<file path="src/design/caddr_consts.svh">
// ~~~~~~~~~~~~~~~~~~~~~~~~~~~~~~~~~~~~~~~~~~~~~~~~~~~~~~~~~~~~~~~~~~~~~
// build constants for the keyboard and status corner, counts in clk50 cycles
// CADDR_KB_DEPTH must be a power of two and at least 2
// ~~~~~~~~~~~~~~~~~~~~~~~~~~~~~~~~~~~~~~~~~~~~~~~~~~~~~~~~~~~~~~~~~~~~~
`ifndef CADDR_CONSTS_SVH
`define CADDR_CONSTS_SVH

// equal consecutive samples before the filtered ps2 clock may change
`define CADDR_PS2_FILTER 4

// event queue entries
`define CADDR_KB_DEPTH 4

// steady pressed cycles before the switch counts as a press
`define CADDR_DEBOUNCE 64

// cycles the system reset is held once triggered
`define CADDR_RESET_STRETCH 16

// scan set 2 prefix bytes
`define CADDR_PREFIX_RELEASE 8'hf0
`define CADDR_PREFIX_EXTENDED 8'he0

`endif

</file>
<file path="src/design/caddr_pkg.sv">
// ~~~~~~~~~~~~~~~~~~~~~~~~~~~~~~~~~~~~~~~~~~~~~~~~~~~~~~~~~~~~~~~~~~~~~
// types shared by the keyboard path, kb_event_t is the word the cpu reads
// ~~~~~~~~~~~~~~~~~~~~~~~~~~~~~~~~~~~~~~~~~~~~~~~~~~~~~~~~~~~~~~~~~~~~~
`default_nettype none

package caddr_pkg;

   // one received ps2 frame
   typedef struct packed {
      logic [7:0] data;
      logic       frame_ok;   // start 0, stop 1, odd parity
   } ps2_frame_t;

   // key event, released on top
   typedef struct packed {
      logic       released;
      logic       extended;
      logic [7:0] code;
   } kb_event_t;

   typedef enum logic [1:0] {
      rx_idle,
      rx_shifting,
      rx_check
   } ps2_rx_state_e;

   typedef enum logic [1:0] {
      dec_base,
      dec_got_extended,
      dec_got_release
   } kb_dec_state_e;

endpackage

`default_nettype wire

</file>
<file path="src/design/reset_support.sv">
// ~~~~~~~~~~~~~~~~~~~~~~~~~~~~~~~~~~~~~~~~~~~~~~~~~~~~~~~~~~~~~~~~~~~~~
// switch is active high; one press per hold, release rearms it
// sys_rst follows rst_n one cycle late and stays up for the stretch count
// ~~~~~~~~~~~~~~~~~~~~~~~~~~~~~~~~~~~~~~~~~~~~~~~~~~~~~~~~~~~~~~~~~~~~~
`default_nettype none
`timescale 1ns/1ps
`include "caddr_consts.svh"

module reset_support (
   input  logic clk50,
   input  logic rst_n,
   input  logic switch,
   output logic sys_rst
);

   localparam int deb_w = $clog2(`CADDR_DEBOUNCE + 1);
   localparam int str_w = $clog2(`CADDR_RESET_STRETCH + 1);

   logic [1:0]       sw_sync;
   logic [deb_w-1:0] deb_cnt;
   logic             fired;         // press already taken for this hold
   logic             press;
   logic [str_w-1:0] stretch_cnt;

   assign press = sw_sync[1] && !fired && (deb_cnt == deb_w'(`CADDR_DEBOUNCE - 1));

   always_ff @(posedge clk50) begin
      if (!rst_n) begin
         sw_sync <= 2'b00;
         deb_cnt <= '0;
         fired   <= 1'b0;
      end else begin
         sw_sync <= {sw_sync[0], switch};
         if (!sw_sync[1]) begin
            deb_cnt <= '0;            // bounce or release restarts the count
            fired   <= 1'b0;
         end else if (press) begin
            fired <= 1'b1;
         end else if (!fired) begin
            deb_cnt <= deb_cnt + 1'b1;
         end
      end
   end

   always_ff @(posedge clk50) begin
      if (!rst_n || press) begin
         stretch_cnt <= str_w'(`CADDR_RESET_STRETCH);
      end else if (stretch_cnt != '0) begin
         stretch_cnt <= stretch_cnt - 1'b1;
      end
   end

   assign sys_rst = (stretch_cnt != '0);

   // board reset must always reach the system reset
   a_rst_n_to_sys_rst : assert property (@(posedge clk50) !rst_n |=> sys_rst);

endmodule

`default_nettype wire

</file>
<file path="src/design/ps2_receiver.sv">
// ~~~~~~~~~~~~~~~~~~~~~~~~~~~~~~~~~~~~~~~~~~~~~~~~~~~~~~~~~~~~~~~~~~~~~
// keyboard to host frames only, no line drive and no frame timeout
// a stray falling edge misaligns the frame until its check fails
// ~~~~~~~~~~~~~~~~~~~~~~~~~~~~~~~~~~~~~~~~~~~~~~~~~~~~~~~~~~~~~~~~~~~~~
`default_nettype none
`timescale 1ns/1ps
`include "caddr_consts.svh"

module ps2_receiver (
   input  logic                  clk50,
   input  logic                  sys_rst,
   input  logic                  ps2_clk,
   input  logic                  ps2_data,
   output caddr_pkg::ps2_frame_t frame,
   output logic                  frame_valid
);

   import caddr_pkg::*;

   localparam int filt_n = `CADDR_PS2_FILTER;

   logic [1:0]        clk_sync;
   logic [1:0]        dat_sync;
   logic [filt_n-1:0] filt_sr;
   logic              clk_f;        // filtered ps2 clock
   logic              fall_edge;
   ps2_rx_state_e     state;
   logic [3:0]        bit_cnt;
   logic              start_q;
   logic [9:0]        shift_q;      // parity and stop land on top

   always_ff @(posedge clk50) begin
      if (sys_rst) begin
         clk_sync <= 2'b11;
         dat_sync <= 2'b11;
         filt_sr  <= '1;
         clk_f    <= 1'b1;
      end else begin
         clk_sync <= {clk_sync[0], ps2_clk};
         dat_sync <= {dat_sync[0], ps2_data};
         filt_sr  <= {filt_sr[filt_n-2:0], clk_sync[1]};
         if (filt_sr == '1) begin
            clk_f <= 1'b1;
         end else if (filt_sr == '0) begin
            clk_f <= 1'b0;
         end
      end
   end

   // high for the one cycle before clk_f drops
   assign fall_edge = clk_f && (filt_sr == '0);

   always_ff @(posedge clk50) begin
      if (sys_rst) begin
         state   <= rx_idle;
         bit_cnt <= '0;
      end else begin
         case (state)
            rx_idle: begin
               if (fall_edge) begin
                  state   <= rx_shifting;
                  bit_cnt <= '0;
               end
            end
            rx_shifting: begin
               if (fall_edge) begin
                  bit_cnt <= bit_cnt + 1'b1;
                  if (bit_cnt == 4'd9) begin
                     state <= rx_check;   // stop bit taken
                  end
               end
            end
            rx_check: state <= rx_idle;
            default:  state <= rx_idle;
         endcase
      end
   end

   always_ff @(posedge clk50) begin
      if (fall_edge) begin
         if (state == rx_idle) begin
            start_q <= dat_sync[1];
         end else if (state == rx_shifting) begin
            shift_q <= {dat_sync[1], shift_q[9:1]};   // lsb first
         end
      end
   end

   assign frame_valid    = (state == rx_check);
   assign frame.data     = shift_q[7:0];
   assign frame.frame_ok = !start_q && shift_q[9] && (^shift_q[8:0]);

   a_valid_single : assert property (@(posedge clk50) disable iff (sys_rst)
      frame_valid |=> !frame_valid);

endmodule

`default_nettype wire

</file>
<file path="src/design/kb_scan_decoder.sv">
// ~~~~~~~~~~~~~~~~~~~~~~~~~~~~~~~~~~~~~~~~~~~~~~~~~~~~~~~~~~~~~~~~~~~~~
// scan set 2 prefixes only, no typematic or pause key handling
// frame_err is sticky until sys_rst
// ~~~~~~~~~~~~~~~~~~~~~~~~~~~~~~~~~~~~~~~~~~~~~~~~~~~~~~~~~~~~~~~~~~~~~
`default_nettype none
`timescale 1ns/1ps
`include "caddr_consts.svh"

module kb_scan_decoder (
   input  logic                  clk50,
   input  logic                  sys_rst,
   input  caddr_pkg::ps2_frame_t frame,
   input  logic                  frame_valid,
   output caddr_pkg::kb_event_t  kb_event,
   output logic                  event_valid,
   output logic                  frame_err
);

   import caddr_pkg::*;

   kb_dec_state_e state;
   logic          ext_q;         // E0 seen, survives a following F0
   logic          is_prefix;

   assign is_prefix = (frame.data == `CADDR_PREFIX_EXTENDED) ||
                      (frame.data == `CADDR_PREFIX_RELEASE);

   always_ff @(posedge clk50) begin
      if (sys_rst) begin
         state       <= dec_base;
         ext_q       <= 1'b0;
         event_valid <= 1'b0;
         frame_err   <= 1'b0;
      end else begin
         event_valid <= 1'b0;
         if (frame_valid) begin
            if (!frame.frame_ok) begin
               frame_err <= 1'b1;
               state     <= dec_base;   // drop pending prefix
               ext_q     <= 1'b0;
            end else if (frame.data == `CADDR_PREFIX_EXTENDED) begin
               state <= dec_got_extended;
               ext_q <= 1'b1;
            end else if (frame.data == `CADDR_PREFIX_RELEASE) begin
               state <= dec_got_release;
            end else begin
               event_valid <= 1'b1;
               state       <= dec_base;
               ext_q       <= 1'b0;
            end
         end
      end
   end

   always_ff @(posedge clk50) begin
      if (frame_valid && frame.frame_ok && !is_prefix) begin
         kb_event.released <= (state == dec_got_release);
         kb_event.extended <= ext_q;
         kb_event.code     <= frame.data;
      end
   end

endmodule

`default_nettype wire

</file>
<file path="src/design/kb_host_port.sv">
// ~~~~~~~~~~~~~~~~~~~~~~~~~~~~~~~~~~~~~~~~~~~~~~~~~~~~~~~~~~~~~~~~~~~~~
// fall-through queue, kb_data is valid only while kb_ready is high
// an event arriving on a full queue is lost even with a kb_ack that cycle
// ~~~~~~~~~~~~~~~~~~~~~~~~~~~~~~~~~~~~~~~~~~~~~~~~~~~~~~~~~~~~~~~~~~~~~
`default_nettype none
`timescale 1ns/1ps
`include "caddr_consts.svh"

module kb_host_port (
   input  logic                 clk50,
   input  logic                 sys_rst,
   input  caddr_pkg::kb_event_t kb_event,
   input  logic                 event_valid,
   input  logic                 kb_ack,
   output caddr_pkg::kb_event_t kb_data,
   output logic                 kb_ready,
   output logic                 overflow
);

   import caddr_pkg::*;

   localparam int depth = `CADDR_KB_DEPTH;
   localparam int ptr_w = $clog2(depth);

   kb_event_t        mem [depth];
   logic [ptr_w-1:0] wr_ptr;
   logic [ptr_w-1:0] rd_ptr;
   logic [ptr_w:0]   count;
   logic             full;
   logic             push;
   logic             pop;

   assign full = (count == (ptr_w + 1)'(depth));
   assign push = event_valid && !full;
   assign pop  = kb_ack && (count != '0);   // ack on empty is ignored

   always_ff @(posedge clk50) begin
      if (sys_rst) begin
         wr_ptr   <= '0;
         rd_ptr   <= '0;
         count    <= '0;
         overflow <= 1'b0;
      end else begin
         if (push) begin
            wr_ptr <= wr_ptr + 1'b1;   // wraps, depth is a power of two
         end
         if (pop) begin
            rd_ptr <= rd_ptr + 1'b1;
         end
         case ({push, pop})
            2'b10:   count <= count + 1'b1;
            2'b01:   count <= count - 1'b1;
            default: count <= count;
         endcase
         if (event_valid && full) begin
            overflow <= 1'b1;
         end
      end
   end

   always_ff @(posedge clk50) begin
      if (push) begin
         mem[wr_ptr] <= kb_event;
      end
   end

   assign kb_data  = mem[rd_ptr];
   assign kb_ready = (count != '0);

   a_count_bound : assert property (@(posedge clk50) disable iff (sys_rst)
      count <= (ptr_w + 1)'(depth));

endmodule

`default_nettype wire

</file>
<file path="src/design/caddr_io_top.sv">
// ~~~~~~~~~~~~~~~~~~~~~~~~~~~~~~~~~~~~~~~~~~~~~~~~~~~~~~~~~~~~~~~~~~~~~
// keyboard and status corner of the board top, single clk50 domain
// led: 0 sys_rst, 1 kb_ready, 2 overflow, 3 frame_err
// ~~~~~~~~~~~~~~~~~~~~~~~~~~~~~~~~~~~~~~~~~~~~~~~~~~~~~~~~~~~~~~~~~~~~~
`default_nettype none
`timescale 1ns/1ps

module caddr_io_top (
   input  logic                 clk50,
   input  logic                 rst_n,
   input  logic                 switch,
   input  logic                 ps2_clk,
   input  logic                 ps2_data,
   input  logic                 kb_ack,
   output caddr_pkg::kb_event_t kb_data,
   output logic                 kb_ready,
   output logic [3:0]           led
);

   import caddr_pkg::*;

   logic       sys_rst;
   ps2_frame_t frame;
   logic       frame_valid;
   kb_event_t  kb_event;
   logic       event_valid;
   logic       frame_err;
   logic       overflow;

   reset_support i_reset_support (
      .clk50   (clk50),
      .rst_n   (rst_n),
      .switch  (switch),
      .sys_rst (sys_rst)
   );

   ps2_receiver i_ps2_receiver (
      .clk50       (clk50),
      .sys_rst     (sys_rst),
      .ps2_clk     (ps2_clk),
      .ps2_data    (ps2_data),
      .frame       (frame),
      .frame_valid (frame_valid)
   );

   kb_scan_decoder i_kb_scan_decoder (
      .clk50       (clk50),
      .sys_rst     (sys_rst),
      .frame       (frame),
      .frame_valid (frame_valid),
      .kb_event    (kb_event),
      .event_valid (event_valid),
      .frame_err   (frame_err)
   );

   kb_host_port i_kb_host_port (
      .clk50       (clk50),
      .sys_rst     (sys_rst),
      .kb_event    (kb_event),
      .event_valid (event_valid),
      .kb_ack      (kb_ack),
      .kb_data     (kb_data),
      .kb_ready    (kb_ready),
      .overflow    (overflow)
   );

   assign led = {frame_err, overflow, kb_ready, sys_rst};

endmodule

`default_nettype wire

</file>
<file path="config.mk">
export PLATFORM = sky130hd
export DESIGN_NAME = caddr_io_top
export DESIGN_NICKNAME = d
export VERILOG_FILES = /design/src/design/caddr_pkg.sv /design/src/design/reset_support.sv /design/src/design/ps2_receiver.sv /design/src/design/kb_scan_decoder.sv /design/src/design/kb_host_port.sv /design/src/design/caddr_io_top.sv
export VERILOG_INCLUDE_DIRS = /design/src /design/src/design
export SDC_FILE = /design/constraint.sdc
export NUM_CORES = 1
export LEC_CHECK = 0
export BUFFER_PORTS_ARGS = -buffer_cell sky130_fd_sc_hd__buf_2
export CORE_ASPECT_RATIO = 0.9
export CORE_UTILIZATION = 50
export CTS_CLUSTER_SIZE = 24
export DETAILED_ROUTE_END_ITERATION = 10
export GPL_TIMING_DRIVEN = 0
export PLACE_DENSITY = 0.66
export SYNTH_ARGS = -nofsm -noshare
export SYNTH_HDL_FRONTEND = slang
export SYNTH_SLANG_ARGS = --single-unit
</file>
<file path="constraint.sdc">
create_clock -name clk50 -period 2.5 [get_ports clk50]
set_input_delay 0.25 -clock clk50 [delete_from_list [all_inputs] [get_ports clk50]]
set_output_delay 0.25 -clock clk50 [all_outputs]
set_load 0.05 [all_outputs]
</file>
---- Word-level counts from Yosys, hierarchy flattened ----
Memories as Yosys holds them, arrays and structs flattened. A register that Yosys moved wholly into a read port is not among the register bits.
Index checks and enable logic that the tools add are counted.
storage, ports and cells
  bits in registers ....................... 64
  bits in latches ......................... 0
  memory bits (writable) .................. 40
  bits in read-only memories .............. 0
  bits of input ports ..................... 6
  output and inout bits ................... 15
  logic and storage cells ................. 104
  memories kept ........................... 1
cells by class
  $add $sub $neg .......................... 7
  multiply operators ...................... 0
  div/mod/pow operators ................... 0
  order comparisons ....................... 0
  equality and inequality tests ........... 15
  shifts and indexed selects .............. 0
  muxes and demuxes ....................... 19
  bitwise operators ....................... 5
  reduce and logical (&&, ||, !) cells .... 34
memories
  name                words  bits a word  rd ports  clocked after Yosys merged registers in  write ports  line                RTL
  i_kb_host_port.mem  4      10           1         1                                        1            kb_host_port.sv:25  kb_event_t mem [depth];
operators with widths
  kind                 number
  $eq 8x8->1 const B   2
  $mux 2               8
  $logic_and 1x1->1    10
  $reduce_and 2->1     5
  $reduce_and 3->1     3
  $reduce_xor 9->1     1
  $eq 4x4->1 const B   2
  $mux 4               2
  $pmux 4 s2           1
  $add 7x1->7 const B  1
  $eq 7x6->1 const B   1
  $eq 2x2->1 const B   3
  $mux 1               6
  $ne 2x1->1 const B   3
  $pmux 3 s2           1
  $logic_not 1->1      5
  $not 1->1            5
  $reduce_bool 5->1    1
  $sub 5x1->5 const B  1
  $add 2x1->2 const B  2
  $add 4x1->4 const B  1
  $eq 2x1->1 const B   2
  $logic_not 4->1      1
  $pmux 2 s2           1
  10 further kinds     12

---- Logic depth before layout (Yosys ltp) ----
Gate-level depths: netlist (run 1).
  word-level depth ........................ 5
  depth in mapped cells ................... 9
  depth with buffers taken out ............ 9

---- Cells and area by module ----
A second synthesis (run 1) with hierarchy kept.
second synthesis, totals
  cells, all modules ...................... 305
  area, all modules ....................... 4282.9 um^2
by module, submodules not included
  module           instances  cells an instance  area an instance (um^2)  sequential area each (um^2)
  kb_host_port     1          106                1960.6                   1401.3
  ps2_receiver     1          89                 1088.5                   630.6
  reset_support    1          74                 690.7                    300.3
  kb_scan_decoder  1          32                 513.0                    400.4
  caddr_io_top     1          4                  30.0                     0.0

---- Worst setup path after synthesis (run 1) ----
Ideal clock, no wire load.
  path kind ............................... register to register
  start ................................... register i_ps2_receiver.shift_q[2]
  end ..................................... register, netlist name i_kb_scan_decoder.kb_event[0]
  arrival ................................. 1907 ps
  required time ........................... 2124 ps
  setup slack ............................. 217 ps
  stages on the path, launching flop included .. 7
  path buffers ............................ 0
  clock period less this slack ............ 2283 ps
  path through ............................ edfxtp_1 -> inv_1 -> ha_1 -> xnor3_1 -> xnor2_1 -> nand2_1 -> nor2_1
on the way
  word-level cells in the longest chain between the ends .. 4
  elaborated cells between the ends (all ways) .. 8
  classes of those cells .................. eq/ne (2); reduce/logical (6)
ends and longest elaborated chain
  element                                                   line                                       RTL
  start, declared                                           ps2_receiver.sv:30                         logic [9:0] shift_q;
  start signal, assigned                                    ps2_receiver.sv:84                         shift_q <= {dat_sync[1], shift_q[9:1]};
  $eq 8x8->1 (no line) or $reduce_xor 9->1 (tied branches)  n/a
  $logic_or 1x1->1 or $logic_and 1x1->1 (tied branches)     kb_scan_decoder.sv:25, ps2_receiver.sv:91
  $logic_not 1->1 or $logic_and 1x1->1 (tied branches)      kb_scan_decoder.sv:56                      if (frame_valid && frame.frame_ok && !is_prefix) begin
  $logic_and 1x1->1 (*)                                     kb_scan_decoder.sv:56
Every way passes the cells marked *; elsewhere a longest branch is shown, timed or not.
A chain may end at the register's enable or synchronous reset.

---- Worst setup path in the final report (run 1) ----
  start ................................... register i_ps2_receiver.shift_q[3]
  end ..................................... register, netlist name i_kb_scan_decoder.kb_event[8]
on the way
  word-level cells in the longest chain between the ends .. 4
  elaborated cells between the ends (all ways) .. 8
  classes of those cells .................. eq/ne (2); reduce/logical (6)
ends and longest elaborated chain
  element                                                   line
  $eq 8x8->1 (no line) or $reduce_xor 9->1 (tied branches)  n/a
  $logic_or 1x1->1 or $logic_and 1x1->1 (tied branches)     kb_scan_decoder.sv:25, ps2_receiver.sv:91
  $logic_not 1->1 or $logic_and 1x1->1 (tied branches)      kb_scan_decoder.sv:56
  $logic_and 1x1->1 (*)                                     kb_scan_decoder.sv:56
Marked as above.

==> results of run 1 <==
==> cells by family after synthesis <==
group / synth area share
fa+ha+maj: 0.04727
buf+inv: 0.03030
mux: 0.05940
flops: 0.6618
simple gates: 0.1158
compound gates: 0.05031
xor+xnor: 0.03515
==> where the power goes <==
part / leakage (nW) / switching [mW] / internal, mW
Sequential: 0.923 / 0.0287 / 1.87
Clock: 0.0948 / 0.591 / 0.378
Combinational: 0.530 / 0.127 / 0.0938
==> final cells by class <==
cell class                 instances  area, um2
clock buffer                       9      123.9
multi-input combinational        163       1279
clock inverter                     7      60.06
inverter                          17      63.81
buffer                            11      58.81
fill                             662       3487
tap                               99      123.9
timing repair buffer              20      100.1
sequential                       106       2733
==> synthesized netlist by cell type, types with 4 or more instances <==
library cell,count,share of area
sky130_fd_sc_hd__nor3_1,4,0.0048
sky130_fd_sc_hd__dfxtp_1,45,0.22
sky130_fd_sc_hd__nand3b_1,5,0.0091
sky130_fd_sc_hd__ha_1,14,0.042
sky130_fd_sc_hd__or2_2,8,0.012
sky130_fd_sc_hd__nand2_1,14,0.013
sky130_fd_sc_hd__a21oi_1,9,0.011
sky130_fd_sc_hd__mux4_2,10,0.055
sky130_fd_sc_hd__clkbuf_1,6,0.0055
sky130_fd_sc_hd__and2_1,8,0.012
sky130_fd_sc_hd__a31oi_1,6,0.0091
sky130_fd_sc_hd__buf_4,4,0.0073
sky130_fd_sc_hd__nand3_1,7,0.0085
sky130_fd_sc_hd__inv_1,17,0.015
sky130_fd_sc_hd__nor2_1,26,0.024
sky130_fd_sc_hd__edfxtp_1,61,0.44
sky130_fd_sc_hd__xnor2_1,11,0.023
sky130_fd_sc_hd__nor2b_1,4,0.0061
==> critical path, stage by stage, from the launching register on <==
cell and delay (ps):
sky130_fd_sc_hd__edfxtp_1 400, sky130_fd_sc_hd__inv_1 60, sky130_fd_sc_hd__ha_1 270, sky130_fd_sc_hd__xnor3_1 390
sky130_fd_sc_hd__xnor2_1 380, sky130_fd_sc_hd__nand2_1 180, sky130_fd_sc_hd__nor2_4 290
==> path summary, 6_finish.rpt <==
| kind | depth (start not counted) | end |
|---|---|---|
| worst max-delay path | 6 | i_kb_scan_decoder.kb_event[8]$_DFFE_PP_ |
| worst min-delay path | 2 | i_ps2_receiver.dat_sync[0]$_SDFF_PP1_ |
| worst min register to register | 1 | i_ps2_receiver.dat_sync[1]$_SDFF_PP1_ |
| worst max register to register | 6 | i_kb_scan_decoder.kb_event[8]$_DFFE_PP_ |
==> stage by stage <==
stage,utilization,hold WS [ps],TNS [ps]
after floorplan,-,356.6,0
after global placement,0.5422,396.2,-986.3
after detailed placement,0.5422,400.6,-1207
after CTS,0.5654,36.55,0
after global routing,0.5657,42.40,0
final,0.5657,58.75,0
==> flip-flops by register name (all words and copies together) (netlist names), 2 cells and up, named ones only <==
name and flops:
i_kb_host_port.rd_ptr 2, i_kb_scan_decoder.state 2, i_kb_scan_decoder.kb_event 10, i_reset_support.stretch_cnt 5
i_ps2_receiver.state 2, i_kb_host_port.mem 40, i_ps2_receiver.dat_sync 2, i_ps2_receiver.clk_sync 2
i_ps2_receiver.filt_sr 4, i_ps2_receiver.shift_q 10, i_reset_support.deb_cnt 7, i_kb_host_port.wr_ptr 2
i_kb_host_port.count 3, i_ps2_receiver.bit_cnt 4, i_reset_support.sw_sync 2
==> routing by layer <==
| layer | vias to the layer above | part of all wire | global-route usage |
|---|---|---|---|
| met2 | 29 | 0.48 | 0.2579 |
| met5 | - | 0 | 0 |
| li1 | 1124 | - | - |
| met1 | 1065 | 0.47 | 0.1741 |
| met4 | 0 | 0.016 | 0.06612 |
| met3 | 9 | 0.033 | 0.04739 |
==> timing repair <==
item,CTS,global route
setup buffers,0,0
resized for setup,1,3
endpoints found under the setup margin,10,21
==> reports/qor.txt, run 1 <==
number of enable-type register cells in the synthesized netlist: 61
remaining max-slew budget at the tightest pin: 0.5563
number of library cell types mapped by synthesis: 46
GR Overflow Total: 0
total via count in the routed design: 2227
die height: 88.21 um
largest net degree at the start of global routing: 20
Max-Cap Viols: 0
number of slew-limit violations in the final report: 0
H-Tree Depth: 3
CTS Root Cell: sky130_fd_sc_hd__clkbuf_8
area added between synthesis and finish: 10.00%
post-route cell area: 4542 um2
number of placed cells counting well taps: 417
Worst Setup End Kind: register
min-delay worst type: primary input to register
hold buffers post-CTS: 0
sequential share of the synthesized area: 0.6618
clock slew at reported path FFs: 100 ps
areal power density over the cells: 679.7 nW/um2
Arr. time, crit path: 2320 ps
Post-Layout Cell Count: 432
syn avg cell area: 13.86 um2
violated checks: DRC
weighted congestion at the end of routability-driven global placement: 0.7594
count of nets left with antenna violations after detail routing: 0
startpoint kind of the worst setup timing path: register
remaining design rule violation count: 6
Async SR Flop Fraction: 0
maximum clock frequency: 440.6 MHz
Synth Register Bits: 106
area after detailed placement: 4353 um2
setup repair after global routing missed its margin: no
Post-Syn Instances: 298
layout cell share with drive strength beyond 1: 0.1892
setup slack after layout: 230.5 ps
TritonCTS buffer count: 9
data required time of the worst path: 2550 ps
Die W: 97.79 um
leak pwr: 1.548 nW
shortest clock period the worst path allows after layout: 2270 ps
maximum clock path buffer count: 2
All-Layer GR Usage: 0.1491
number of buffers inserted by port buffering: 20
core region area: 8029 um2
TritonCTS clock tree: done
dominant register cell in the synthesized netlist: sky130_fd_sc_hd__edfxtp_1
total power draw: 3.087 mW
slack of the worst reg-to-reg path: 230 ps
total number of placement rows: 31
Detailed Place HPWL: 4044 um
number of failing setup endpoints in the final timing report: 0
total die area: 8626 um2
Post-Place Worst Slack: -121.1 ps
Critical Setup Path Class: register to register
launching element of the worst setup path: i_ps2_receiver.shift_q[3]$_DFFE_PP_
total nets after synthesis: 319
hold path startpoint: ps2_data
wire length per cell after detailed routing: 13.57 um
beginning of the worst register-to-register path: i_ps2_receiver.shift_q[3]$_DFFE_PP_
via density per instance: 5.155
DRC violation total after the first TritonRoute iteration: 89
clock tree sinks: 106
number of placed I/O pins: 21
number of antenna violations at the first check in global routing: 0
count of warnings emitted by yosys: 0
number of diodes: 0
global-route wire length before repair: 9729 um
Initial Utilization: 0.5143
number of detailed-routing iterations run before antenna repair: 9
Max IR drop VDD: 0.0004366 V
Clock Latency Late Sink: 370 ps
slew at the pin closest to its max-slew limit: 664.7 ps
final hold violations: 0
vias in the first global route: 2105
top library cells by usage in the layout, fill and taps aside: sky130_fd_sc_hd__edfxtp_1 (61), sky130_fd_sc_hd__dfxtp_1 (45), sky130_fd_sc_hd__nor2_1 (25), sky130_fd_sc_hd__buf_2 (20), sky130_fd_sc_hd__inv_1 (17)
Clock Skew: 12.60 ps
most common cell after layout, fill and taps aside: sky130_fd_sc_hd__edfxtp_1
worst-path fanout max: 10
number of nets in the final layout: 349
final clock period utilization by the worst path: 0.9078
Total Wirelength: 5862 um
run status: finished with violations
Post-Synthesis Cell Area: 4129 um2
Note: power is estimated with default switching activity, not from simulation.
==> run 2: changes to the inputs <==
--- a/config.mk
+++ b/config.mk
@@ -8,11 +8,11 @@
 export LEC_CHECK = 0
 export BUFFER_PORTS_ARGS = -buffer_cell sky130_fd_sc_hd__buf_2
 export CORE_ASPECT_RATIO = 0.9
-export CORE_UTILIZATION = 50
+export CORE_UTILIZATION = 31
 export CTS_CLUSTER_SIZE = 24
 export DETAILED_ROUTE_END_ITERATION = 10
 export GPL_TIMING_DRIVEN = 0
-export PLACE_DENSITY = 0.66
+export PLACE_DENSITY = 0.45
 export SYNTH_ARGS = -nofsm -noshare
 export SYNTH_HDL_FRONTEND = slang
 export SYNTH_SLANG_ARGS = --single-unit
==> reports/qor.txt, run 2 (synthesis results as in run 1) <==
Clock Skew: 7.619 ps (was 12.60 ps)
DRC violation total after the first TritonRoute iteration: 80 (was 89)
leak pwr: 1.605 nW (was 1.548 nW)
termination of the worst setup path: i_kb_scan_decoder.kb_event[8]$_DFFE_PP_ (unchanged)
slowest CP cell: sky130_fd_sc_hd__edfxtp_1 (unchanged)
maximum clock frequency: 441.8 MHz (was 440.6 MHz)
hold buffers post-CTS: 0 (unchanged)
largest register by flop count: i_kb_host_port.mem (unchanged)
number of detailed-routing iterations run before antenna repair: 4 (was 9)
largest registers: i_kb_host_port.mem (40), i_kb_scan_decoder.kb_event (10), i_ps2_receiver.shift_q (10) (unchanged)
total die area: 13790 um2 (was 8626 um2)
sequential cell area: 2733 um2 (unchanged)
Die W: 123.7 um (was 97.79 um)
reg-to-reg critical path endpoint: i_kb_scan_decoder.kb_event[8]$_DFFE_PP_ (unchanged)
data required time of the worst path: 2530 ps (was 2550 ps)
final clock period utilization by the worst path: 0.9054 (was 0.9078)
Critical Setup Path Class: register to register (unchanged)
TritonCTS clock tree: done (unchanged)
min-delay worst type: primary input to register (unchanged)
via density per instance: 4.523 (was 5.155)
CTS Root Cell: sky130_fd_sc_hd__clkbuf_16 (was sky130_fd_sc_hd__clkbuf_8)
Worst Setup End Kind: register (unchanged)
beginning of the worst register-to-register path: i_ps2_receiver.shift_q[3]$_DFFE_PP_ (unchanged)
Max IR drop VDD: 0.0004371 V (was 0.0004366 V)
Max-Cap Viols: 0 (unchanged)
final hold violations: 0 (unchanged)
clock slew at reported path FFs: 70 ps (was 100 ps)
number of buffers inserted by port buffering: 20 (unchanged)
core region area: 12830 um2 (was 8029 um2)
clock tree sinks: 106 (unchanged)
TritonCTS buffer count: 9 (unchanged)
cells on worst reg2reg path: 6 (unchanged)
count of nets left with antenna violations after detail routing: 0 (unchanged)
fraction of power consumed by combinational cells: 0.063 (was 0.072)
Clock Latency Late Sink: 350 ps (was 370 ps)
most common cell after layout, fill and taps aside: sky130_fd_sc_hd__edfxtp_1 (unchanged)
number of placed I/O pins: 21 (unchanged)
top library cells by usage in the layout, fill and taps aside: sky130_fd_sc_hd__edfxtp_1 (61), sky130_fd_sc_hd__dfxtp_1 (45), sky130_fd_sc_hd__nor2_1 (25), sky130_fd_sc_hd__buf_2 (20), sky130_fd_sc_hd__inv_1 (17) (unchanged)
slew at the pin closest to its max-slew limit: 704.1 ps (was 664.7 ps)
launching element of the worst setup path: i_ps2_receiver.shift_q[3]$_DFFE_PP_ (unchanged)
Psw: 818.5 uW (was 746.7 uW)
slack of the worst reg-to-reg path: 240 ps (was 230 ps)
internal power contribution: 2.762 mW (was 2.340 mW)
GR Overflow Total: 0 (unchanged)
layout cell share with drive strength beyond 1: 0.1892 (unchanged)
weighted congestion at the end of routability-driven global placement: 0.7560 (was 0.7594)
area of the multi-input gates: 1279 um2 (unchanged)
Hold WS: 83.26 ps (was 58.75 ps)
number of antenna violations at the first check in global routing: 0 (unchanged)
vias in the first global route: 2221 (was 2105)
H-Tree Depth: 3 (unchanged)
number of flip-flops in the largest register: 40 (unchanged)
number of nets in the final layout: 349 (unchanged)
largest net degree at the start of global routing: 20 (unchanged)
area added between synthesis and finish: 14.97% (was 10.00%)
startpoint kind of the worst setup timing path: register (unchanged)
worst-path fanout max: 10 (unchanged)
total number of placement rows: 39 (was 31)
setup repair after global routing missed its margin: no (unchanged)
Net Sw Frac: 0.2286 (was 0.2419)
Detailed Place HPWL: 4298 um (was 4044 um)
slowest cell delay on critical path: 390 ps (was 400 ps)
Initial Utilization: 0.3217 (was 0.5143)
All-Layer GR Usage: 0.1034 (was 0.1491)
Arr. time, crit path: 2300 ps (was 2320 ps)
number of slew-limit violations in the final report: 0 (unchanged)
end-of-flow core utilization: 0.3699 (was 0.5657)
total via count in the routed design: 2248 (was 2227)
number of failing setup endpoints in the final timing report: 0 (unchanged)
CP Cell Sequence: inv_1, ha_1, xnor3_1, xnor2_1, nand2_1, nor2_4 (unchanged)
die height: 111.5 um (was 88.21 um)
Post-Layout Cell Count: 497 (was 432)
fraction of power consumed by sequential logic: 0.530 (was 0.615)
run status: finished, final reports clean (was finished with violations)
wire length per cell after detailed routing: 12.81 um (was 13.57 um)
Total Wirelength: 6367 um (was 5862 um)
Clk network pwr share: 0.407 (was 0.314)
global-route wire length before repair: 10580 um (was 9729 um)
remaining max-slew budget at the tightest pin: 0.5300 (was 0.5563)
number of placed cells counting well taps: 482 (was 417)
areal power density over the cells: 754.3 nW/um2 (was 679.7 nW/um2)
shortest clock period the worst path allows after layout: 2264 ps (was 2270 ps)
maximum clock path buffer count: 2 (unchanged)
number of diodes: 0 (unchanged)
fillers: 1217 (was 662)
remaining design rule violation count: 0 (was 6)
[run 2: cell types whose count changed in the layout (fill, tap and decap cells not counted), sizes merged]
cell    delta
bufinv     +1
clkinv     -3
inv        +2
[run 2: final cells by class]
type                    instances  area share
multi-input cells             163      0.2694
repair buffers                 20     0.02109
clock inverters                 7     0.01740
well taps                     164     0.04323
clock buffers                   9     0.04744
plain buffers                  11     0.01239
inverters                      17     0.01344
flip-flops and latches        106      0.5756
[run 2: power by group through the flow]
stage               combinational (mW)  clock (mW)  sequential [mW]
floorplan                        0.179           0             1.93
global placement                 0.226           0             1.94
detailed placement               0.228           0             1.94
CTS                              0.230        1.52             1.90
global route                     0.258        1.58             1.90
finish                           0.226        1.46             1.90
[run 2: metrics by stage]
step / total power, mW / TNS, ps / setup slack, ps / cell area, um2
2_1_floorplan: 2.111 / 0 / 216.7 / 4129
3_3_place_gp: 2.163 / -1278 / -128.2 / 4434
3_5_place_dp: 2.166 / -1517 / -152.2 / 4434
4_1_cts: 3.651 / 0 / 9.440 / 4745
5_1_grt: 3.742 / 0 / 88.37 / 4747
6_report: 3.581 / 0 / 236.4 / 4747
[run 2: repair_timing]
action	in CTS	in global routing
endpoints found under the setup margin	10	21
setup buffers	0	0
cloned	0	0
pin swaps	0	0
resized for setup	1	3
endpoints found under the hold margin	0	0
[run 2: worst max-delay path, delay by kind of cell, from the launching register on]
family        cells  cell delay, ps
fa+ha+maj         1             270
simple gates      2             470
buf+inv           1              60
xor+xnor          2             750
flops             1             390
[run 2: routing by layer]
metal / track usage / vias to the layer above / routed length (um)
li1: - / 1129 / -
met5: 0 / - / 0
met1: 0.1163 / 1082 / 2946
met3: 0.04406 / 8 / 278
met2: 0.1689 / 29 / 3041
met4: 0.04578 / 0 / 100
[run 2: worst min-delay path by stage]
stage                                               start                               endpoint  cells after the start
CTS                                              ps2_data  i_ps2_receiver.dat_sync[0]$_SDFF_PP1_                      2
global route                                      ps2_clk  i_ps2_receiver.clk_sync[0]$_SDFF_PP1_                      2
global placement    i_ps2_receiver.clk_sync[1]$_SDFF_PP1_   i_ps2_receiver.filt_sr[0]$_SDFF_PP1_                      1
detailed placement  i_ps2_receiver.clk_sync[1]$_SDFF_PP1_   i_ps2_receiver.filt_sr[0]$_SDFF_PP1_                      1
floorplan                                         ps2_clk  i_ps2_receiver.clk_sync[0]$_SDFF_PP1_                      1
finish                                           ps2_data  i_ps2_receiver.dat_sync[0]$_SDFF_PP1_                      2
